===== config.mk =====
export PLATFORM = sky130hd
export DESIGN_NAME = branch_unit
export DESIGN_NICKNAME = d
export VERILOG_FILES = /design/src/exe_pkg.sv /design/src/branch_unit.sv
export SDC_FILE = /design/constraint.sdc
export NUM_CORES = 1
export LEC_CHECK = 0
export ABC_CLOCK_PERIOD_IN_PS = 6100
export BUFFER_PORTS_ARGS = -buffer_cell sky130_fd_sc_hd__clkbuf_2
export CAP_MARGIN = 20
export CORE_AREA = 2 2 178 180
export DETAILED_ROUTE_END_ITERATION = 8
export DIE_AREA = 0 0 180 182
export GPL_ROUTABILITY_DRIVEN = 0
export GPL_TIMING_DRIVEN = 0
export PLACE_DENSITY_LB_ADDON = 0.25
export SYNTH_ARGS = -nofsm -noshare
export SYNTH_HDL_FRONTEND = slang
export SYNTH_SLANG_ARGS = --single-unit

===== constraint.sdc =====
create_clock -name vclk -period 6.1
set_input_delay 1.22 -clock vclk [all_inputs]
set_output_delay 1.22 -clock vclk [all_outputs]
set_load 0.02 [all_outputs]

===== src/exe_pkg.sv =====
// shared types for the execute slice: widths, opcode enums, request and response structs
package exe_pkg;

    localparam int XLEN = 64;  // data path width

    typedef logic [XLEN-1:0] bus64_t;   // operand / result word
    typedef logic [XLEN-1:0] addrPC_t;  // program counter
    typedef logic [4:0]      reg_idx_t; // architectural register index

    // kind of control transfer, CT_NONE for plain alu work
    typedef enum logic [1:0] {
        CT_NONE   = 2'd0,
        CT_JAL    = 2'd1,
        CT_JALR   = 2'd2,
        CT_BRANCH = 2'd3
    } ctrl_xfer_op_t;

    typedef enum logic [2:0] {
        B_EQ  = 3'd0,
        B_NE  = 3'd1,
        B_LT  = 3'd2, // signed
        B_GE  = 3'd3, // signed
        B_LTU = 3'd4,
        B_GEU = 3'd5
    } branch_op_t;

    typedef enum logic [3:0] {
        ALU_ADD  = 4'd0,
        ALU_SUB  = 4'd1,
        ALU_AND  = 4'd2,
        ALU_OR   = 4'd3,
        ALU_XOR  = 4'd4,
        ALU_SLL  = 4'd5,
        ALU_SRL  = 4'd6,
        ALU_SRA  = 4'd7,
        ALU_SLT  = 4'd8,
        ALU_SLTU = 4'd9
    } alu_op_t;

    // decoded instruction from the front end, one cycle strobe
    typedef struct packed {
        logic          valid;
        ctrl_xfer_op_t ctrl_xfer_op;
        branch_op_t    branch_op;
        alu_op_t       alu_op;
        logic          use_imm;  // imm replaces rs2 as alu operand b
        logic          rd_we;
        reg_idx_t      rs1;
        reg_idx_t      rs2;
        reg_idx_t      rd;
        addrPC_t       pc;
        bus64_t        imm;
    } exe_req_t;

    // one per surviving instruction
    typedef struct packed {
        logic     valid;
        logic     taken;
        addrPC_t  target;
        addrPC_t  next_pc;
        reg_idx_t rd;
        logic     wb_en;
        bus64_t   wb_data;
    } exe_resp_t;

endpackage


===== src/branch_unit.sv =====
// jump and branch resolution: condition, target, next pc and link value
`timescale 1ns/1ps

module branch_unit (
    input  exe_pkg::ctrl_xfer_op_t ctrl_xfer_op_i,
    input  exe_pkg::branch_op_t    branch_op_i,
    input  exe_pkg::addrPC_t       pc_i,
    input  exe_pkg::bus64_t        data_rs1_i,
    input  exe_pkg::bus64_t        data_rs2_i,
    input  exe_pkg::bus64_t        imm_i,
    output logic                   taken_o,
    output exe_pkg::addrPC_t       target_o,
    output exe_pkg::addrPC_t       result_o,
    output exe_pkg::bus64_t        reg_data_o
);
    import exe_pkg::*;

    logic    is_eq;
    logic    is_lt;    // signed compare
    logic    is_ltu;
    logic    cond;     // branch condition holds
    addrPC_t pc_plus4;

    assign is_eq    = (data_rs1_i == data_rs2_i);
    assign is_lt    = $signed(data_rs1_i) < $signed(data_rs2_i);
    assign is_ltu   = data_rs1_i < data_rs2_i;
    assign pc_plus4 = pc_i + 64'd4;

    // condition select for conditional branches
    always_comb begin
        case (branch_op_i)
            B_EQ:    cond = is_eq;
            B_NE:    cond = !is_eq;
            B_LT:    cond = is_lt;
            B_GE:    cond = !is_lt;
            B_LTU:   cond = is_ltu;
            B_GEU:   cond = !is_ltu;
            default: cond = 1'b0;    // reserved encodings never taken
        endcase
    end

    always_comb begin
        case (ctrl_xfer_op_i)
            CT_JAL: begin
                taken_o  = 1'b1;
                target_o = pc_i + imm_i;
            end
            CT_JALR: begin
                taken_o  = 1'b1;
                target_o = pc_i + data_rs1_i + imm_i; // no lsb clear
            end
            CT_BRANCH: begin
                taken_o  = cond;
                target_o = pc_i + imm_i;
            end
            default: begin
                taken_o  = 1'b0;
                target_o = '0;
            end
        endcase
    end

    // fall through when not taken
    assign result_o   = taken_o ? target_o : pc_plus4;
    assign reg_data_o = pc_plus4; // link for jal/jalr

endmodule


Yosys cells after proc, flatten, opt, wreduce, memory -nomap -nowiden
Index checks and enable logic that the tools add are counted.
{"block": "word_totals", "reg_bits": 0, "in_bits": 261, "out_inout_bits": 193, "elab_cells": 25}
{"block": "classes", "magnitude_cmp": 2, "muxes": 4, "n_addsub": 4, "eq_ne": 9, "reduce_logical": 6}
{"cell": "64-bit adder", "n": 3}
{"cell": "64-bit less-than comparator", "n": 2}
{"cell": "64-bit one-hot mux with 2 select lines", "n": 1}
{"cell": "64-bit by 3-bit adder with 64-bit output (second input constant)", "n": 1}
{"cell": "64-bit == test", "n": 1}
{"cell": "64-bit 2-to-1 mux", "n": 1}
{"cell": "3-bit by 2-bit == test with 1-bit output (second input constant)", "n": 2}
{"cell": "3-bit == test (second input constant)", "n": 2}
{"cell": "1-bit one-hot mux with 6 select lines", "n": 1}
{"cell": "2-bit == test (second input constant)", "n": 2}
{"cell": "2-bit OR reduction", "n": 2}
{"cell": "3-bit by 1-bit == test with 1-bit output (second input constant)", "n": 1}
{"cell": "1-bit zero test", "n": 3}
{"cell": "3-bit zero test", "n": 1}
{"cell": "2-bit by 1-bit == test with 1-bit output (second input constant)", "n": 1}
{"cell": "1-bit one-hot mux with 2 select lines", "n": 1}

Depth between registers and ports, before layout
Gate-level depths: netlist of the first run.
{"block": "logic_depth", "depth_word": 5, "mapped_depth": 14, "mapped_depth_nobuf": 13}

Worst setup path before layout of the first run
Ideal clock, no wire load.
{"block": "synth_timing", "path_type": "input -> output", "from": "in pc_i[9]", "to": "out result_o[61]", "path_stages": 12, "setup_slack_ps": 472, "arrival_time_ps": 4408, "t_required_ps": 4880, "n_path_buf": 0, "cell_sequence": "fa_1 > ha_1 > and3_4 > a221o_1 > a41oi_1 > a2111o_1 > a21o_2 > a2111oi_4 > a21boi_1 > mux2i_1 > a211oi_1 > mux2i_1"}
{"block": "synth_between", "elab_chain_cells": 4, "word_cells_on_any_way": 6, "classes_between": "add/sub: 4; mux: 2"}
{"item": "start, declared", "line_no": "branch_unit.sv:7", "text": "input exe_pkg::addrPC_t pc_i,"}
{"item": "64-bit adder (2 in a row)", "line_no": "branch_unit.sv:50", "text": "target_o = pc_i + data_rs1_i + imm_i;"}
{"item": "64-bit one-hot mux with 2 select lines", "line_no": "branch_unit.sv:43", "text": "case (ctrl_xfer_op_i)"}
{"item": "64-bit 2-to-1 mux (*)", "line_no": "branch_unit.sv:64", "text": "assign result_o = taken_o ? target_o : pc_plus4;"}
{"item": "end, declared", "line_no": "branch_unit.sv:13", "text": "output exe_pkg::addrPC_t result_o,"}
Every way passes the cells marked *; elsewhere a longest branch is shown, timed or not.

Worst setup path in the final report of the first run
{"block": "layout_timing", "from": "in pc_i[34]", "to": "out result_o[60]"}
The elaborated chain is that of the path after synthesis.

==> out/metrics.yaml, run 1 <==
route:
  viasPerCell: 6.06
  vias: 17300
  routed_wl_um: 59300
  drc: 0
  firstDrtPassIters: 8
  ant_nets: 0
  drtIter0Drc: 1591
  wire_per_inst_um: 20.8
cells_and_area:
  layout-drive-gt1-share: 0.263
  n_fill_cell: 3004
  multi_input_area_um2: 13500
  layout_commonest_cell: "clkbuf_2"
  fin_cells: 2848
  regArea_um2: 0
  clockBufferCount: 0
  utilization: 0.571
  syn_to_final_growth_pct: 29.1
  final_cell_mix: "clkbuf_2, nor2_1, ha_1"
  nNetsFinal: 2967
  seq_cells: 0
floorplan:
  initial_utilization: 0.442
  boundaryPins: 454
  dieArea_um2: 32800
  coreArea_um2: 31000
  rows: 65
  die_width_um: 180
  die_h_um: 182
logic_synthesis:
  ys_seq_area_frac: 0
  yosysWarnings: 0
  avgSynthCellArea_um2: 7.00
  syn_area_um2: 13700
  post_synth_inst_count: 1958
  synth_nets: 2478
  synth_cell_type_count: 76
critical_path:
  startpoint: "pc_i[34]"
  end_kind: "output pin"
  required_ns: 4.88
  critical_path_class: "in -> out"
  crit_path_end: "result_o[60]"
  startpoint_type: "input port"
  critPathMaxFanout: 5
  critical_path.slowest_cell: "or4_4"
  crit_path_max_incr_delay_ns: 0.57
  cp_cell_sequence: "clkbuf_2, fa_1, ha_4, nand4_1, or3_4, or4_4, a21oi_4, nor3_4, a31oi_4, nor3_2, nor4_2, nand3_1, mux2_4, buf_6"
  arrival_ns: 4.97
run_status:
  violations: "setup timing"
  status: "finished, violations left"
grt:
  grt_pass1_wl_um: 89300
  grt_overflow_total: 0
  grt_start_max_net_pins: 11
  grt_pass1_vias: 16500
  grt.total_usage: 0.336
  grt_antenna_before_repair: 1
pwr:
  power_mw: 2.94
  leakage_nw: 8.57
  p_per_area_nw_per_um2: 166
  vdd_drop_max_mv: 0.0861
placed_design:
  dp_hpwl_um: 50200
  port_buffers: 454
  placedCellCount: 2816
hold_path:
  min_path_cells: 3
  hp-class: "in -> out"
sta:
  slew_violations: 0
  finalCritPeriodShare: 1.02
  fmax_mhz: 161
  rsz0062_at_grt: "true"
  fin_crit_ns: 6.19
  setup_viol: 5
  worst_pin_slew_ns: 1.07
  slew-limit-headroom: 0.283
  hold_viol: 0
  worst_slack_ns: -0.0924
  setup_tns_ns: -0.163
job:
  drv_cap: 0
==> worst max-delay path, delay by kind of cell <==
family	cells	cell delay, ns
simple gates	7	1.78
compound gates	2	0.53
fa+ha+maj	2	0.83
mux	1	0.32
buf+inv	2	0.28
==> routing by layer <==
metal,share of wire,global-route usage,vias up
met3,0.094,0.0505,180
met5,0,0,-
met2,0.46,0.569,1041
met1,0.39,0.426,7988
li1,-,-,8060
met4,0.053,0.140,0
==> worst min-delay path by stage <==
stage	end	slack, ns	startpoint
floorplan	reg_data_o[2]	2.52	pc_i[2]
global placement	reg_data_o[63]	2.82	pc_i[63]
detailed placement	reg_data_o[57]	2.82	pc_i[57]
CTS	reg_data_o[57]	2.82	pc_i[57]
global route	reg_data_o[1]	2.84	pc_i[1]
finish	reg_data_o[1]	2.82	pc_i[1]
==> cell usage after synthesis (9+ instances only) <==
cell | instances | share of area
and3_1 | 29 | 0.013
o21bai_1 | 35 | 0.019
fa_1 | 65 | 0.095
ha_1 | 194 | 0.18
inv_1 | 161 | 0.044
nor3_1 | 32 | 0.012
o21ai_0 | 109 | 0.040
or3_1 | 13 | 0.0059
clkbuf_1 | 65 | 0.018
xor2_1 | 65 | 0.042
nor2_1 | 187 | 0.051
nand4_1 | 65 | 0.030
nor4_1 | 10 | 0.0046
a21oi_1 | 173 | 0.063
a211oi_1 | 21 | 0.012
nor2b_1 | 18 | 0.0082
and2_1 | 10 | 0.0046
nand2_1 | 163 | 0.045
a22oi_1 | 53 | 0.029
a31oi_1 | 22 | 0.010
xnor2_1 | 106 | 0.068
mux2i_1 | 68 | 0.050
o21a_1 | 11 | 0.0060
nand2b_1 | 9 | 0.0041
nand3_1 | 53 | 0.019
buf_2 | 12 | 0.0044
a21o_1 | 65 | 0.036
==> cell families (layout without fill, tap and decap cells) <==
kind of cell | after synthesis | in the layout | share of synthesized area
other | 0 | 1 | 0
and+or+nand+nor | 619 | 619 | 0.215
AOI/OAI and AO/OA | 582 | 582 | 0.274
muxes | 79 | 79 | 0.0587
buffers and inverters | 248 | 735 | 0.0709
xor gates and xnor gates | 171 | 171 | 0.109
adders and majority gates | 259 | 259 | 0.272
==> per-stage QoR <==
step	hold WS (ns)	worst slack, ns	area (µm²)
2_1_floorplan	2.52	0.472	13700
3_3_place_gp	2.82	-0.557	16500
3_5_place_dp	2.82	-0.639	16500
4_1_cts	2.82	-0.00693	17000
5_1_grt	2.84	-0.123	17700
6_report	2.82	-0.0924	17700
==> cell type report <==
class / instances / share of cell area
diodes: 1 / 0.000141
plain buffers: 78 / 0.0197
inverters: 161 / 0.0342
multi-input cells: 1710 / 0.764
well taps: 402 / 0.0284
repair buffers: 496 / 0.154
==> repair_timing <==
| item | 4_1_cts | 5_1_grt |
|---|---|---|
| setup buffers | 17 | 23 |
| setup endpoints to repair | 81 | 80 |
| hold buffers | 0 | 0 |
| pin swaps | 24 | 61 |
| cloned | 0 | 1 |
| gates resized for setup | 74 | 159 |
==> power breakdown <==
group	total [mW]	internal (mW)	switching [mW]
sequential	0	0	0
combinational	2.94	1.14	1.80
clock	0.0000000219	0.0000000219	0
No activity file was read; power rests on OpenSTA's default activity.
==> run 2, diff against run 1 <==
--- a/config.mk
+++ b/config.mk
@@ -13,7 +13,7 @@
 export DIE_AREA = 0 0 180 182
 export GPL_ROUTABILITY_DRIVEN = 0
 export GPL_TIMING_DRIVEN = 0
-export PLACE_DENSITY_LB_ADDON = 0.25
+export PLACE_DENSITY = 0.72
 export SYNTH_ARGS = -nofsm -noshare
 export SYNTH_HDL_FRONTEND = slang
 export SYNTH_SLANG_ARGS = --single-unit
==> out/metrics.yaml, run 2 (same netlist as run 1, synthesis figures left out) <==
floorplan:
  dieArea_um2: 32800
  coreArea_um2: 31000
  die_h_um: 182
  boundaryPins: 454
  rows: 65
  die_width_um: 180
  initial_utilization: 0.442
route:
  top_layer: "met4"
  drtIter0Drc: 1709
  viasPerCell: 6.12
  vias: 17400
  route.met3.wl_um: 5470
  firstDrtPassIters: 6
  ant_nets: 0
  dr_wl_met2_um: 27500
  routed_wl_um: 58500
  drc: 0
  met1Wirelength_um: 22900
  wire_per_inst_um: 20.6
critical_path:
  arrival_ns: 4.96
  required_ns: 4.88
  critical_path_class: "in -> out"
  startpoint: "pc_i[9]"
  startpoint_type: "input port"
  end_kind: "output pin"
  critPathMaxFanout: 5
sta:
  whs_ns: 2.78
  worst_slack_ns: -0.0775
  hold_viol: 0
  slew_violations: 0
  rsz0062_at_grt: "true"
  fmax_mhz: 162
  worst_pin_slew_ns: 0.982
  setup_viol: 24
  finalCritPeriodShare: 1.01
  fin_crit_ns: 6.18
  slew-limit-headroom: 0.345
placed_design:
  port_buffers: 454
  dp_hpwl_um: 49300
  placedCellCount: 2816
  placedInstanceArea_um2: 16500
cells_and_area:
  clockBufferCount: 0
  n_fill_cell: 2970
  layout-drive-gt1-share: 0.260
  fin_area_um2: 17600
  syn_to_final_growth_pct: 28.1
  regArea_um2: 0
  final_cell_mix: "clkbuf_2, nor2_1, ha_1"
  fin_cells: 2842
  diodes: 0
  nNetsFinal: 2962
  utilization: 0.567
  layout_commonest_cell: "clkbuf_2"
  seq_cells: 0
run_status:
  violations: "setup timing"
  status: "finished, violations left"
grt:
  grt_pass1_vias: 16300
  grt.total_usage: 0.332
  grt_pass1_wl_um: 87900
  grt_antenna_before_repair: 1
  grt_overflow_total: 0
  grt_start_max_net_pins: 11
pwr:
  leakage_nw: 8.52
  power_mw: 2.92
  p_per_area_nw_per_um2: 167
  vdd_drop_max_mv: 0.0961
hold_path:
  hold_end: "reg_data_o[1]"
  hp-class: "in -> out"
  worstHoldStart: "pc_i[1]"
  min_path_cells: 3
job:
  drv_cap: 0
## run 2: per-layer routing
metal	vias up	GRT usage
met1	8144	0.416
met2	1041	0.578
met5	-	0
li1	8051	-
met4	0	0.128
met3	148	0.0425
## run 2: timing repair
action | 4_1_cts | 5_1_grt
pin swaps | 25 | 45
endpoints found under the setup margin | 80 | 75
hold endpoints to repair | 0 | 0
cloned | 1 | 0
gates resized for setup | 81 | 111
buffers inserted | 14 | 15
hold buffers | 0 | 0
## run 2: worst max-delay path, cell delays in order
cell and delay [ns]:
clkbuf_2 0.17, fa_1 0.48, ha_4 0.29, and3_4 0.18, a221o_1 0.19, a41oi_2 0.15, a2111o_1 0.56, a21o_4 0.30
a2111oi_4 0.34, buf_4 0.21, a21boi_4 0.07, mux2i_1 0.14, a211oi_2 0.34, mux2i_1 0.13, buf_4 0.17
## run 2: stage by stage
stage          setup TNS (ns)  worst slack (ns)
6_report               -0.843           -0.0775
3_3_place_gp           -17.49            -0.467
5_1_grt                -0.978            -0.165
2_1_floorplan               0             0.472
4_1_cts                     0           0.00293
3_5_place_dp           -22.32            -0.521
## run 2: area by class of cell
| cell class | instances | area [µm²] | share of cell area |
|---|---|---|---|
| multi-input cells | 1710 | 13500 | 0.768 |
| inverters | 161 | 604 | 0.0344 |
| repair buffers | 486 | 2580 | 0.147 |
| plain buffers | 83 | 382 | 0.0217 |
| well taps | 402 | 503 | 0.0287 |
## run 2: worst max path at each step
| stage | to | slack [ns] |
|---|---|---|
| 3_5_place_dp | result_o[61] | -0.52 |
| 3_3_place_gp | result_o[61] | -0.47 |
| 5_1_grt | result_o[61] | -0.17 |
| 4_1_cts | result_o[59] | 0.003 |
| 2_1_floorplan | result_o[61] | 0.47 |
| 6_report | result_o[61] | -0.08 |
## run 2: where the power goes
| group | leakage, nW | switching, mW | internal (mW) |
|---|---|---|---|
| clock | 0 | 0 | 0 |
| sequential | 0 | 0 | 0 |
| combinational | 8.52 | 1.80 | 1.12 |
| total | 8.52 | 1.80 | 1.12 |
