==> src/exe_pkg.sv <==
// shared types for the execute slice: widths, opcode enums, request and response structs
package exe_pkg;

    localparam int XLEN = 64;  // data path width

    typedef logic [XLEN-1:0] bus64_t;   // operand / result word
    typedef logic [XLEN-1:0] addrPC_t;  // program counter
    typedef logic [4:0]      reg_idx_t; // architectural register index

    // kind of control transfer, CT_NONE for plain alu work
    typedef enum logic [1:0] {
        CT_NONE   = 2'd0,
        CT_JAL    = 2'd1,
        CT_JALR   = 2'd2,
        CT_BRANCH = 2'd3
    } ctrl_xfer_op_t;

    typedef enum logic [2:0] {
        B_EQ  = 3'd0,
        B_NE  = 3'd1,
        B_LT  = 3'd2, // signed
        B_GE  = 3'd3, // signed
        B_LTU = 3'd4,
        B_GEU = 3'd5
    } branch_op_t;

    typedef enum logic [3:0] {
        ALU_ADD  = 4'd0,
        ALU_SUB  = 4'd1,
        ALU_AND  = 4'd2,
        ALU_OR   = 4'd3,
        ALU_XOR  = 4'd4,
        ALU_SLL  = 4'd5,
        ALU_SRL  = 4'd6,
        ALU_SRA  = 4'd7,
        ALU_SLT  = 4'd8,
        ALU_SLTU = 4'd9
    } alu_op_t;

    // decoded instruction from the front end, one cycle strobe
    typedef struct packed {
        logic          valid;
        ctrl_xfer_op_t ctrl_xfer_op;
        branch_op_t    branch_op;
        alu_op_t       alu_op;
        logic          use_imm;  // imm replaces rs2 as alu operand b
        logic          rd_we;
        reg_idx_t      rs1;
        reg_idx_t      rs2;
        reg_idx_t      rd;
        addrPC_t       pc;
        bus64_t        imm;
    } exe_req_t;

    // one per surviving instruction
    typedef struct packed {
        logic     valid;
        logic     taken;
        addrPC_t  target;
        addrPC_t  next_pc;
        reg_idx_t rd;
        logic     wb_en;
        bus64_t   wb_data;
    } exe_resp_t;

endpackage

==> src/exe_control.sv <==
// pipeline control: stage 1/2 registers, operand bypass, squash, write back and response
`timescale 1ns/1ps

module exe_control #(
    parameter int NREGS = 32
) (
    input  logic                   clk_i,
    input  logic                   arst_n_i,
    input  exe_pkg::exe_req_t      issue_i,
    // register file
    output exe_pkg::reg_idx_t      rs1_idx_o,
    output exe_pkg::reg_idx_t      rs2_idx_o,
    input  exe_pkg::bus64_t        rs1_data_i,
    input  exe_pkg::bus64_t        rs2_data_i,
    output logic                   wr_en_o,
    output exe_pkg::reg_idx_t      wr_idx_o,
    output exe_pkg::bus64_t        wr_data_o,
    // alu
    output exe_pkg::alu_op_t       alu_op_o,
    output exe_pkg::bus64_t        op_a_o,
    output exe_pkg::bus64_t        op_b_o,
    input  exe_pkg::bus64_t        alu_result_i,
    // branch unit
    output exe_pkg::ctrl_xfer_op_t ctrl_xfer_op_o,
    output exe_pkg::branch_op_t    branch_op_o,
    output exe_pkg::addrPC_t       pc_o,
    output exe_pkg::bus64_t        imm_o,
    input  logic                   taken_i,
    input  exe_pkg::addrPC_t       target_i,
    input  exe_pkg::addrPC_t       next_pc_i,
    input  exe_pkg::bus64_t        link_data_i,
    output exe_pkg::exe_resp_t     resp_o
);
    import exe_pkg::*;

    // stage 2 keeps the request plus its resolved operands
    typedef struct packed {
        exe_req_t req;
        bus64_t   rs1_val;
        bus64_t   rs2_val;
    } s2_t;

    exe_req_t s1_q;
    s2_t      s2_q;

    logic   s2_is_xfer;   // jump or branch sitting in stage 2
    logic   squash;
    logic   byp_ok;       // stage 2 write target exists in the file
    bus64_t rs1_fwd;
    bus64_t rs2_fwd;

    assign rs1_idx_o = s1_q.rs1;
    assign rs2_idx_o = s1_q.rs2;

    assign s2_is_xfer = s2_q.req.valid && (s2_q.req.ctrl_xfer_op != CT_NONE);
    assign squash     = taken_i; // taken only ever set for a valid s2 transfer

    // write back from stage 2
    assign wr_en_o   = s2_q.req.valid && s2_q.req.rd_we && (s2_q.req.rd != '0);
    assign wr_idx_o  = s2_q.req.rd;
    assign wr_data_o = s2_is_xfer ? link_data_i : alu_result_i; // link is pc+4

    // bypass the stage 2 result into stage 1 reads
    assign byp_ok  = wr_en_o && (int'(s2_q.req.rd) < NREGS);
    assign rs1_fwd = (byp_ok && (wr_idx_o == s1_q.rs1)) ? wr_data_o : rs1_data_i;
    assign rs2_fwd = (byp_ok && (wr_idx_o == s1_q.rs2)) ? wr_data_o : rs2_data_i;

    // pipeline registers
    always_ff @(posedge clk_i or negedge arst_n_i) begin
        if (!arst_n_i) begin
            s1_q <= '0;
            s2_q <= '0;
        end else begin
            s1_q         <= issue_i;
            s2_q.req     <= s1_q;
            s2_q.rs1_val <= rs1_fwd;
            s2_q.rs2_val <= rs2_fwd;
            s2_q.req.valid <= s1_q.valid && !squash; // drop the younger one on taken
        end
    end

    // operands towards alu and branch unit
    assign alu_op_o = s2_q.req.alu_op;
    assign op_a_o   = s2_q.rs1_val;
    // imm only for plain alu work, a transfer sees rs2 here
    assign op_b_o   = (s2_q.req.use_imm && !s2_is_xfer) ? s2_q.req.imm : s2_q.rs2_val;

    assign ctrl_xfer_op_o = s2_is_xfer ? s2_q.req.ctrl_xfer_op : CT_NONE;
    assign branch_op_o    = s2_q.req.branch_op;
    assign pc_o           = s2_q.req.pc;
    assign imm_o          = s2_q.req.imm;

    // response, one per surviving instruction
    always_comb begin
        resp_o         = '0;
        resp_o.valid   = s2_q.req.valid;
        resp_o.taken   = taken_i;
        resp_o.target  = target_i;
        resp_o.next_pc = next_pc_i;
        resp_o.rd      = s2_q.req.rd;
        resp_o.wb_en   = wr_en_o;
        resp_o.wb_data = wr_data_o;
    end

endmodule

==> config.mk <==
export PLATFORM = sky130hd
export DESIGN_NAME = exe_control
export DESIGN_NICKNAME = d
export VERILOG_FILES = /design/src/exe_pkg.sv /design/src/exe_control.sv
export SDC_FILE = /design/constraint.sdc
export NUM_CORES = 1
export LEC_CHECK = 0
export BUFFER_PORTS_ARGS = -buffer_cell sky130_fd_sc_hd__buf_2
export CORE_AREA = 3 3 426 428
export CTS_CLUSTER_SIZE = 14
export DETAILED_ROUTE_END_ITERATION = 8
export DIE_AREA = 0 0 429 431
export PLACE_DENSITY = 0.36
export SLEW_MARGIN = 20
export SYNTH_ARGS = -nofsm -noshare
export SYNTH_HDL_FRONTEND = slang
export SYNTH_SLANG_ARGS = --single-unit
==> constraint.sdc <==
create_clock -name clk_i -period 4 [get_ports clk_i]
set_input_delay 0.6 -clock clk_i [delete_from_list [all_inputs] [get_ports clk_i]]
set_output_delay 0.6 -clock clk_i [all_outputs]
set_load 0.01 [all_outputs]
After elaboration in Yosys (flattened, before gate mapping)
Cells that the tools add are included.
{"block": "totals", "input_bits": 542, "reg_bits": 428, "word_cells": 40, "output_inout_bits": 545}
{"block": "classes", "n_mux": 5, "n_eq_ne": 2, "reduce_logical": 11}
{"operator": "2-to-1 mux 64 bit", "count": 4}
{"operator": "== test 5 bit", "count": 2}
{"operator": "logical AND 1 bit", "count": 7}
{"operator": "nonzero test 5 bit", "count": 1}
{"operator": "zero test 1 bit", "count": 2}
{"operator": "2-to-1 mux 2 bit", "count": 1}
{"operator": "nonzero test 2 bit", "count": 1}

Logic depth before layout (Yosys ltp)
Gate-level depths: netlist (run 1).
{"block": "logic_depth", "ltp_word": 5, "ltp_mapped": 5}

Worst setup path after synthesis (run 1)
Ideal clock, no wire load.
{"block": "synth_path", "kind": "flip-flop to output port", "startpoint": "register s2_q[280] in the netlist's numbering", "endpoint": "output port wr_data_o[13]", "path_stages_with_launch": 6, "slack_ps": 1761, "n_path_buf": 3, "required_ps": 3400, "arrival_ps": 1639, "cell_sequence": "dfrtp_1 -> o21ai_0 -> clkbuf_1 -> buf_2 -> mux2_2 -> buf_4"}
{"item": "from (decl)", "line": "exe_control.sv:44", "rtl": "s2_t s2_q;"}
{"item": "to (decl)", "line": "exe_control.sv:17", "rtl": "output exe_pkg::bus64_t wr_data_o,"}

Worst setup path in the final report (run 1)
{"block": "layout_path", "startpoint": "register s2_q[280] in the netlist's numbering", "endpoint": "output port op_b_o[38]"}
{"block": "layout_via", "elab_chain_cells": 5}
{"item": "nonzero test 2 bit", "line": "exe_control.sv:55", "rtl": "assign s2_is_xfer = s2_q.req.valid && (s2_q.req.ctrl_xfer_op != CT_NONE);"}
{"item": "logical AND 1 bit", "line": "exe_control.sv:55"}
{"item": "zero test 1 bit", "line": "exe_control.sv:86", "rtl": "assign op_b_o = (s2_q.req.use_imm && !s2_is_xfer) ? s2_q.req.imm : s2_q.rs2_val;"}
{"item": "logical AND 1 bit", "line": "exe_control.sv:86"}
{"item": "2-to-1 mux 64 bit", "line": "exe_control.sv:86"}
{"item": "to (decl)", "line": "exe_control.sv:21", "rtl": "output exe_pkg::bus64_t op_b_o,"}
No other way between the ends.

==> results of run 1 <==
-- report_power, final --
group	switching (mW)	total [mW]	internal, mW
Combinational	0.769	1.39	0.622
Sequential	0.124	4.68	4.55
Clock	2.22	5.44	3.22
-- state kept, by name (all words and copies together) (netlist names) --
register and flops:
branch_op_o 3, resp_o 1, wr_idx_o 5, s1_q 145
s2_q 68, op_a_o 64, alu_op_o 4, rs1_idx_o 5
rs2_idx_o 5, imm_o 64, pc_o 64
-- through the flow --
step / power, mW / cell area [um^2]
global route: 12.1 / 25000
CTS: 11.9 / 25000
detailed placement: 6.07 / 21400
finish: 11.5 / 25000
global placement: 6.08 / 21400
floorplan: 5.47 / 17300
-- cell type report --
class	count	area share, %
clock buffers	70	6.19
flip-flops and latches	428	42.9
inverters	1	0.0150
clock inverters	32	1.76
multi-input cells	277	13.1
repair buffers	1015	24.1
well taps	2355	11.8
diodes	10	0.100
-- layer usage --
layer / wire length, um / global-route usage [%] / vias up
met3: 9580 / 4.58 / 180
li1: - / - / 4634
met5: 101 / 0.156 / -
met1: 33600 / 10.4 / 5509
met4: 2900 / 3.11 / 14
met2: 47700 / 17.3 / 533
-- worst register-to-register path, cell delays in order, from the launching register on --
cell	delay (ps)
dfrtp_1	390
buf_4	180
xnor2_1	450
nand3_1	270
nor4_4	350
buf_12	370
mux2_2	770
-- worst paths after layout --
check | slack, ps | from | cells past startpoint | to
worst max-delay path | 640 | s2_q[280]$_DFF_PN0_ | 6 | op_b_o[38]
worst min-delay path | 100 | issue_i[62] | 1 | s1_q[62]$_DFF_PN0_
worst max register to register | 1110 | wr_idx_o[1]$_DFF_PN0_ | 6 | op_a_o[48]$_DFF_PN0_
worst min register to register | 320 | s1_q[24]$_DFF_PN0_ | 0 | imm_o[24]$_DFF_PN0_
max in group asynchronous | 2380 | arst_n_i | 3 | s1_q[93]$_DFF_PN0_
min in group asynchronous | 500 | arst_n_i | 2 | op_a_o[10]$_DFF_PN0_
-- repair_timing --
item	4_1_cts	5_1_grt
setup endpoints to repair	0	0
buffers inserted	0	0
endpoints found under the hold margin	183	0
hold buffers	156	0
-- cells by family (layout without fill, tap and decap cells) --
logic type             count (synthesis)  count (layout)  share of synthesized area [%]
AO/OA/AOI/OAI                          2               2                          0.152
XOR/XNOR                              10              10                          0.507
buffers and inverters                440            1118                           19.2
flip-flops                           428             428                           62.0
multiplexers                         256             256                           17.7
other                                  0              10                              0
AND/OR/NAND/NOR                        9               9                          0.500
-- cell usage in the layout (no fill, tap or decap), drive strengths merged --
master       synthesis  routed
clkbuf               2      70
nor4                 2       2
dlygate4sd3          0     156
or4                  1       1
o21ai                1       1
xnor2                6       6
bufinv               0       7
mux2               256     256
diode                0      10
xor2                 4       4
nor2b                1       1
o211ai               1       1
nand2                1       1
dfrtp              428     428
clkinvlp             0       4
and2                 2       2
clkinv               0      16
nand3                2       2
inv                  1       6
buf                437     859
==> flow_metrics.py, run 1 <==
metrics = {
    "detailed_routing": {
        "detail_route.wl_per_cell_um": 22.4,
        "antenna_left": 0,
        "wl_um": 93900,
        "dr.first_iter.drc_count": 453,
        "drt_pass1_iterations": 4,
        "vias": 10870,
        "drc_errors": 0,
        "via_per_inst": 2.60,
    },
    "setup_path": {
        "cpMaxStageDelayCell": "nand2_4",
        "path_buf_inv": 3,
        "path_delay_family": "buffers and inverters",
        "worstSetupEndpointType": "primary output",
        "crit_path_max_incr_delay_ps": 400,
        "required_ps": 3400,
        "critPathKind": "reg -> out",
        "crit_chain": "o21ai_4 -> buf_4 -> nand2_4 -> buf_12 -> mux2_2 -> buf_2",
        "start_kind": "flop",
        "crit_arrival_ps": 2760,
        "cp_max_fo": 40,
    },
    "layout": {
        "drive_above_1_share_pct": 66.2,
        "area_delta_synth_final_pct": 44.6,
        "fin_util_pct": 14.0,
        "regArea_mm2": 0.0107,
        "num-fill-cells": 20041,
        "multi_input_area_mm2": 0.00327,
        "stdcell_count": 4188,
        "layout.nets": 2322,
    },
    "min_path": {
        "hold_class": "in -> reg",
    },
    "sta": {
        "worst_pin_slew_ps": 891,
        "finClkSkew_ps": 84.3,
        "min_period_over_period_pct": 83.9,
        "drv_slew": 0,
        "layout_setup_ws_ps": 642,
        "rsz0062_at_grt": "false",
        "fin_crit_ps": 3360,
        "hold_ws_ps": 103,
        "setup_violations": 0,
        "tns_ps": 0,
        "maxSlewHeadroom_pct": 40.6,
        "hold_viol": 0,
        "fmax_mhz": 298,
    },
    "grt": {
        "grt-ovfl-total": 0,
        "grt_pass1_vias": 12149,
        "grt_pass1_wl_um": 121000,
        "grt_max_degree": 87,
        "grt_antenna_before_repair": 36,
        "track_usage_pct": 9.82,
    },
    "logic_synthesis": {
        "synthArstFlopShare_pct": 100,
        "synthTopCellsByCount": "428 x dfrtp_1, 414 x buf_4, 200 x mux2_2, 46 x mux2_4, 12 x buf_6",
        "synthMostInstantiatedCell": "dfrtp_1",
        "synth_largest_area_cell": "dfrtp_1",
        "syn_nets": 1687,
        "synth_edf_count": 0,
        "syn_inst": 1145,
        "ys_warn_count": 0,
        "synth_flop_cell": "dfrtp_1",
        "ys_seq_area_share_pct": 62.0,
        "avgSynthCellArea_um2": 15.1,
        "yosysUniqueCellTypes": 19,
        "syn_area_mm2": 0.0173,
        "synth.area.top_cells": "dfrtp_1 62%, buf_4 18%, mux2_2 13%",
        "synth_top_area_share_pct": 62.0,
        "synth_seq_cells": 428,
    },
    "clock_tree": {
        "clock_latency_ps": 700,
        "clk_path_buf_depth": 3,
        "clkSinkCount": 428,
        "cts_root_buffer": "clkbuf_16",
        "htree_levels": 2,
        "cts_tree": "yes",
        "numCtsBuffers": 57,
        "cts_resized": 0,
        "clkTransAtPathRegs_ps": 60,
    },
    "die": {
        "die-area_mm2": 0.185,
        "num_rows": 155,
        "core_mm2": 0.178,
        "die_w_um": 429,
        "ioPinCount": 1087,
        "initial_core_util_pct": 9.69,
        "die_h_um": 431,
    },
    "placement": {
        "io_buffers": 830,
        "place_ws_ps": 933,
        "dp.cells": 3920,
        "hpwl_um": 77300,
        "gp_congestion": 0.813,
    },
    "run": {
        "cap_violations": 0,
    },
    "power_and_ir_drop": {
        "p_leak_nw": 11.2,
        "ir_worst_vdd_uv": 330,
        "power_per_cell_area_mw_per_mm2": 461,
    },
    "outcome": {
        "status": "completed",
    },
}
Note: power is estimated with default switching activity, not from simulation.
==> run 2: changes to the inputs <==
--- a/config.mk
+++ b/config.mk
@@ -10,7 +10,7 @@
 export CTS_CLUSTER_SIZE = 14
 export DETAILED_ROUTE_END_ITERATION = 8
 export DIE_AREA = 0 0 429 431
-export PLACE_DENSITY = 0.36
+export PLACE_DENSITY = 0.37
 export SLEW_MARGIN = 20
 export SYNTH_ARGS = -nofsm -noshare
 export SYNTH_HDL_FRONTEND = slang
==> constraint.sdc (replaced) <==
create_clock -name clk_i -period 2.89 [get_ports clk_i]
set_input_delay 0.4335 -clock clk_i [delete_from_list [all_inputs] [get_ports clk_i]]
set_output_delay 0.4335 -clock clk_i [all_outputs]
set_load 0.01 [all_outputs]
==> flow_metrics.py, run 2 (synthesis gave the netlist of run 1 again) <==
metrics = {
    "outcome": {
        "status": "completed",
    },
    "sta": {
        "layout_setup_ws_ps": 122,
        "min_period_over_period_pct": 95.8,
        "rsz0062_at_grt": "true",
        "setup_violations": 0,
        "hold_ws_ps": 132,
        "fin_crit_ps": 2770,
        "drv_slew": 0,
        "maxSlewHeadroom_pct": 65.0,
        "worst_pin_slew_ps": 525,
        "hold_viol": 0,
        "fmax_mhz": 361,
        "finClkSkew_ps": 74.0,
    },
    "detailed_routing": {
        "antenna_left": 0,
        "vias": 11553,
        "dr.first_iter.drc_count": 601,
        "via_per_inst": 2.68,
        "detail_route.wl_per_cell_um": 21.5,
        "wl_um": 93000,
        "drc_errors": 0,
        "drt_pass1_iterations": 5,
    },
    "min_path": {
        "hold_class": "in -> reg",
        "hold_start": "rs1_data_i[57]",
    },
    "setup_path": {
        "cp_max_fo": 12,
        "r2r_start": "wr_idx_o[4]$_DFF_PN0_",
        "critPathMostFrequentCell": "buf_12",
        "critPathKind": "reg -> out",
        "required_ps": 2460,
        "path_delay_family": "buffers and inverters",
        "start_kind": "flop",
        "cpMaxStageDelayCell": "mux2_2",
        "timing.critical_path.from": "s2_q[280]$_DFF_PN0_",
        "crit_chain": "o21ai_4 -> buf_12 -> buf_12 -> mux2_2 -> buf_2",
        "worstSetupEndpointType": "primary output",
        "path_buf_inv": 3,
        "crit_path_max_incr_delay_ps": 470,
        "crit_arrival_ps": 2330,
    },
    "layout": {
        "regArea_mm2": 0.0107,
        "largest-register": "s1_q",
        "area_delta_synth_final_pct": 52.5,
        "design_area_mm2": 0.0263,
        "multi_input_area_mm2": 0.00338,
        "reg.largest.list": "s1_q (145), s2_q (68)",
        "largest_reg_flops": 145,
        "drive_above_1_share_pct": 61.8,
        "mostFrequentLayoutCells": "826 x buf_2, 425 x dfrtp_1, 282 x dlygate4sd3_1",
        "num-fill-cells": 19970,
        "fin_util_pct": 14.8,
        "layout.nets": 2450,
        "mostFrequentLayoutCell": "buf_2",
    },
    "clock_tree": {
        "cts_root_buffer": "clkbuf_16",
        "cts_tree": "yes",
        "clkSinkCount": 428,
        "clock_latency_ps": 680,
        "numCtsBuffers": 54,
        "clk_path_buf_depth": 3,
        "htree_levels": 2,
        "clkTransAtPathRegs_ps": 50,
    },
    "grt": {
        "grt_max_degree": 65,
        "grt_pass1_wl_um": 119000,
        "grt_antenna_before_repair": 33,
        "grt_pass1_vias": 12685,
        "grt-ovfl-total": 0,
        "track_usage_pct": 9.58,
    },
    "die": {
        "die_h_um": 431,
        "num_rows": 155,
        "ioPinCount": 1087,
        "core_mm2": 0.178,
        "die_w_um": 429,
        "die-area_mm2": 0.185,
        "initial_core_util_pct": 9.69,
    },
    "placement": {
        "gp_congestion": 0.823,
        "io_buffers": 830,
        "dpl_cell_area_mm2": 0.0215,
        "place_ws_ps": 297,
        "hpwl_um": 74900,
    },
    "power_and_ir_drop": {
        "p_leak_nw": 11.9,
        "ir_worst_vdd_uv": 431,
        "power.total_mw": 15.5,
        "power_per_cell_area_mw_per_mm2": 587,
    },
    "run": {
        "cap_violations": 0,
    },
}
## run 2: cell types whose count changed in the layout (fill, tap and decap cells not counted), sizes merged
cell / change
clkinv: -4
bufinv: -4
diode: +1
clkinvlp: -2
dlygate4sd3: +126
inv: -1
clkbuf: +7
buf: +3
## run 2: final timing paths
| path | end | slack, ps | depth (start not counted) |
|---|---|---|---|
| setup / recovery | wr_data_o[20] | 120 | 5 |
| hold / removal | op_a_o[57]$_DFF_PN0_ | 130 | 2 |
| setup reg to reg | op_a_o[54]$_DFF_PN0_ | 520 | 6 |
| hold reg to reg | wr_idx_o[2]$_DFF_PN0_ | 330 | 0 |
| max in group asynchronous | pc_o[30]$_DFF_PN0_ | 1710 | 4 |
| min in group asynchronous | pc_o[22]$_DFF_PN0_ | 230 | 2 |
## run 2: area by class of cell
cell class,instances,share of cell area (%)
Tap cell,2355,11.2
Inverter,1,0.0142
Timing Repair Buffer,1146,28.5
Clock buffer,75,5.81
Clock inverter,21,0.926
Sequential cell,428,40.7
Antenna cell,11,0.104
Multi-Input combinational cell,277,12.8
## run 2: where the power goes
group,total (mW),internal (mW),switching [mW]
registers,6.47,6.30,0.171
clock network,6.86,3.97,2.89
logic,2.14,1.02,1.12
## run 2: per-stage QoR
| stage | cells | TNS, ps |
|---|---|---|
| 4_1_cts | 4302 | -914 |
| 2_1_floorplan | 1145 | 0 |
| 6_report | 4314 | 0 |
| 3_3_place_gp | 3917 | 0 |
| 3_5_place_dp | 3917 | 0 |
| 5_1_grt | 4304 | -16.1 |
## run 2: timing repair
item / 4_1_cts / 5_1_grt
hold endpoints to repair: 321 / 0
gates resized for setup: 31 / 9
setup endpoints to repair: 95 / 66
setup buffers: 6 / 0
pin swaps: 2 / 1
hold buffers: 282 / 0
gates cloned: 1 / 2
## run 2: routing by layer
metal	part of all wire (%)	routed length, um	vias up	global-route usage [%]
met2	48	44900	626	15.8
met5	0.0075	7	-	0
met3	10	9550	185	4.03
met4	4.3	3980	2	4.15
met1	37	34500	5852	10.9
li1	-	-	4888	-
==> run 3: changes to the inputs <==
--- a/config.mk
+++ b/config.mk
@@ -5,12 +5,12 @@
 export SDC_FILE = /design/constraint.sdc
 export NUM_CORES = 1
 export LEC_CHECK = 0
-export BUFFER_PORTS_ARGS = -buffer_cell sky130_fd_sc_hd__buf_2
 export CORE_AREA = 3 3 426 428
 export CTS_CLUSTER_SIZE = 14
 export DETAILED_ROUTE_END_ITERATION = 8
 export DIE_AREA = 0 0 429 431
-export PLACE_DENSITY = 0.37
+export DONT_BUFFER_PORTS = 1
+export PLACE_DENSITY = 0.31
 export SLEW_MARGIN = 20
 export SYNTH_ARGS = -nofsm -noshare
 export SYNTH_HDL_FRONTEND = slang
==> flow_metrics.py, run 3 (synthesis gave the netlist of run 1 again) <==
metrics = {
    "sta": {
        "maxSlewHeadroom_pct": 40.8,
        "finClkSkew_ps": 37.7,
        "hold_ws_ps": -500,
        "fin_crit_ps": 2750,
        "fmax_mhz": 364,
        "worst_pin_slew_ps": 889,
        "rsz0062_at_grt": "false",
        "hold_viol": 428,
        "setup_violations": 0,
        "drv_slew": 0,
        "min_period_over_period_pct": 95.1,
    },
    "placement": {
        "io_buffers": 0,
        "dp.cells": 3087,
        "gp_congestion": 0.820,
        "dpl_cell_area_mm2": 0.0172,
        "hpwl_um": 50600,
    },
    "setup_path": {
        "reg2regPathDepth": 5,
        "cpMaxStageDelayCell": "or4_4",
        "path_delay_family": "simple AND/OR/NAND/NOR gates",
        "crit_arrival_ps": 2310,
        "crit_path_max_incr_delay_ps": 580,
        "r2r_start": "wr_idx_o[3]$_DFF_PN0_",
        "rr_endpoint": "op_a_o[44]$_DFF_PN0_",
        "required_ps": 2460,
        "crit_chain": "or4_4 -> o211ai_4 -> clkinvlp_4",
        "critPathKind": "reg -> out",
        "worstSetupEndpointType": "primary output",
        "path_buf_inv": 1,
        "start_kind": "flop",
        "cp_max_fo": 4,
        "reg2reg_slack_ps": 310,
    },
    "die": {
        "core_mm2": 0.178,
        "die_w_um": 429,
        "initial_core_util_pct": 9.69,
        "die-area_mm2": 0.185,
        "num_rows": 155,
        "ioPinCount": 1087,
        "die_h_um": 431,
    },
    "layout": {
        "mostFrequentLayoutCell": "dfrtp_1",
        "area_delta_synth_final_pct": 27.0,
        "design_area_mm2": 0.0219,
        "drive_above_1_share_pct": 33.8,
        "mostFrequentLayoutCells": "425 x dfrtp_1, 284 x dlygate4sd3_1, 198 x mux2_2",
        "largest_reg_flops": 145,
        "stdcell_count": 3482,
        "largest-register": "s1_q",
        "reg.largest.list": "s1_q (145), s2_q (68)",
        "layout.nets": 1617,
        "fin_util_pct": 12.3,
    },
    "clock_tree": {
        "numCtsBuffers": 54,
        "hold_buffers": 284,
        "clkSinkCount": 428,
        "clock_latency_ps": 660,
        "htree_levels": 2,
        "cts_root_buffer": "clkbuf_16",
        "clkTransAtPathRegs_ps": 60,
        "clk_path_buf_depth": 3,
        "cts_tree": "yes",
    },
    "grt": {
        "grt_antenna_before_repair": 18,
        "grt_pass1_wl_um": 87500,
        "grt-ovfl-total": 0,
        "grt_max_degree": 429,
        "track_usage_pct": 6.80,
        "grt_pass1_vias": 9529,
    },
    "detailed_routing": {
        "wl_um": 65800,
        "drc_errors": 0,
        "antenna_left": 0,
        "dr.first_iter.drc_count": 460,
        "drt_pass1_iterations": 4,
        "vias": 8224,
        "detail_route.wl_per_cell_um": 18.9,
        "via_per_inst": 2.36,
    },
    "outcome": {
        "status": "finished with violations",
        "violations": "hold timing",
    },
    "power_and_ir_drop": {
        "power.total_mw": 14.6,
        "ir_worst_vdd_uv": 408,
        "p_leak_nw": 8.43,
        "power_per_cell_area_mw_per_mm2": 665,
    },
    "run": {
        "cap_violations": 0,
    },
    "min_path": {
        "hold_class": "in -> async",
    },
}
run 3: changes by cell type in the layout (fill, tap and decap cells not counted), sizes merged:
| cell | previous run | this run |
|---|---|---|
| bufinv | 3 | 4 |
| diode | 11 | 10 |
| clkbuf | 77 | 66 |
| inv | 5 | 9 |
| buf | 862 | 29 |
| clkinvlp | 2 | 5 |
| clkinv | 12 | 15 |
| dlygate4sd3 | 282 | 284 |
run 3: per-stage QoR:
step / setup TNS, ps / setup slack (ps)
6_report: 0 / 142
5_1_grt: 0 / 2.89
4_1_cts: 0 / 6.35
3_5_place_dp: -3040 / -109
3_3_place_gp: -1900 / -83.1
2_1_floorplan: 0 / 817
run 3: area by class of cell:
| cell class | count | area, um^2 |
|---|---|---|
| flip-flops and latches | 428 | 10700 |
| repair buffers | 313 | 3160 |
| inverters | 1 | 7.51 |
| clock buffers | 66 | 1470 |
| diodes | 10 | 25.0 |
| well taps | 2355 | 2950 |
| clock inverters | 32 | 334 |
| fillers | 19934 | 156000 |
| multi-input cells | 277 | 3280 |
run 3: worst reg2reg max path: cells and delay by family (launching register included):
family | cells | cell delay [ps]
mux | 1 | 530
flops | 1 | 520
xor+xnor | 1 | 280
simple gates | 2 | 860
buf+inv | 1 | 280
run 3: report_power, final:
group	leakage (nW)	total [mW]	internal (mW)	switching, mW
Clock	0.886	6.91	4.00	2.91
Sequential	4.99	6.60	6.30	0.300
Combinational	2.56	1.07	0.538	0.530
Total	8.43	14.6	10.8	3.74
run 3: worst max-delay path by stage:
stage | depth (start not counted) | end | start
after floorplan | 5 | wr_data_o[13] | s2_q[280]$_DFF_PN0_
after global placement | 5 | op_a_o[51]$_DFF_PN0_ | wr_idx_o[3]$_DFF_PN0_
after detailed placement | 5 | op_a_o[46]$_DFF_PN0_ | wr_idx_o[3]$_DFF_PN0_
after CTS | 3 | resp_o[64] | wr_idx_o[1]$_DFF_PN0_
after global routing | 3 | resp_o[64] | wr_idx_o[1]$_DFF_PN0_
final | 3 | resp_o[64] | wr_idx_o[1]$_DFF_PN0_
run 3: what timing repair did:
action	4_1_cts	5_1_grt
gates resized for setup	11	0
hold endpoints to repair	712	428
setup endpoints to repair	182	0
buffers inserted	3	0
run 3: routing by layer:
| metal | vias to the layer above | wire length (um) | GRT usage (%) |
|---|---|---|---|
| li1 | 3224 | - | - |
| met1 | 4359 | 23200 | 7.40 |
| met2 | 473 | 34800 | 12.1 |
| met3 | 160 | 5830 | 2.66 |
| met4 | 8 | 2010 | 2.22 |
| met5 | - | 37 | 0 |
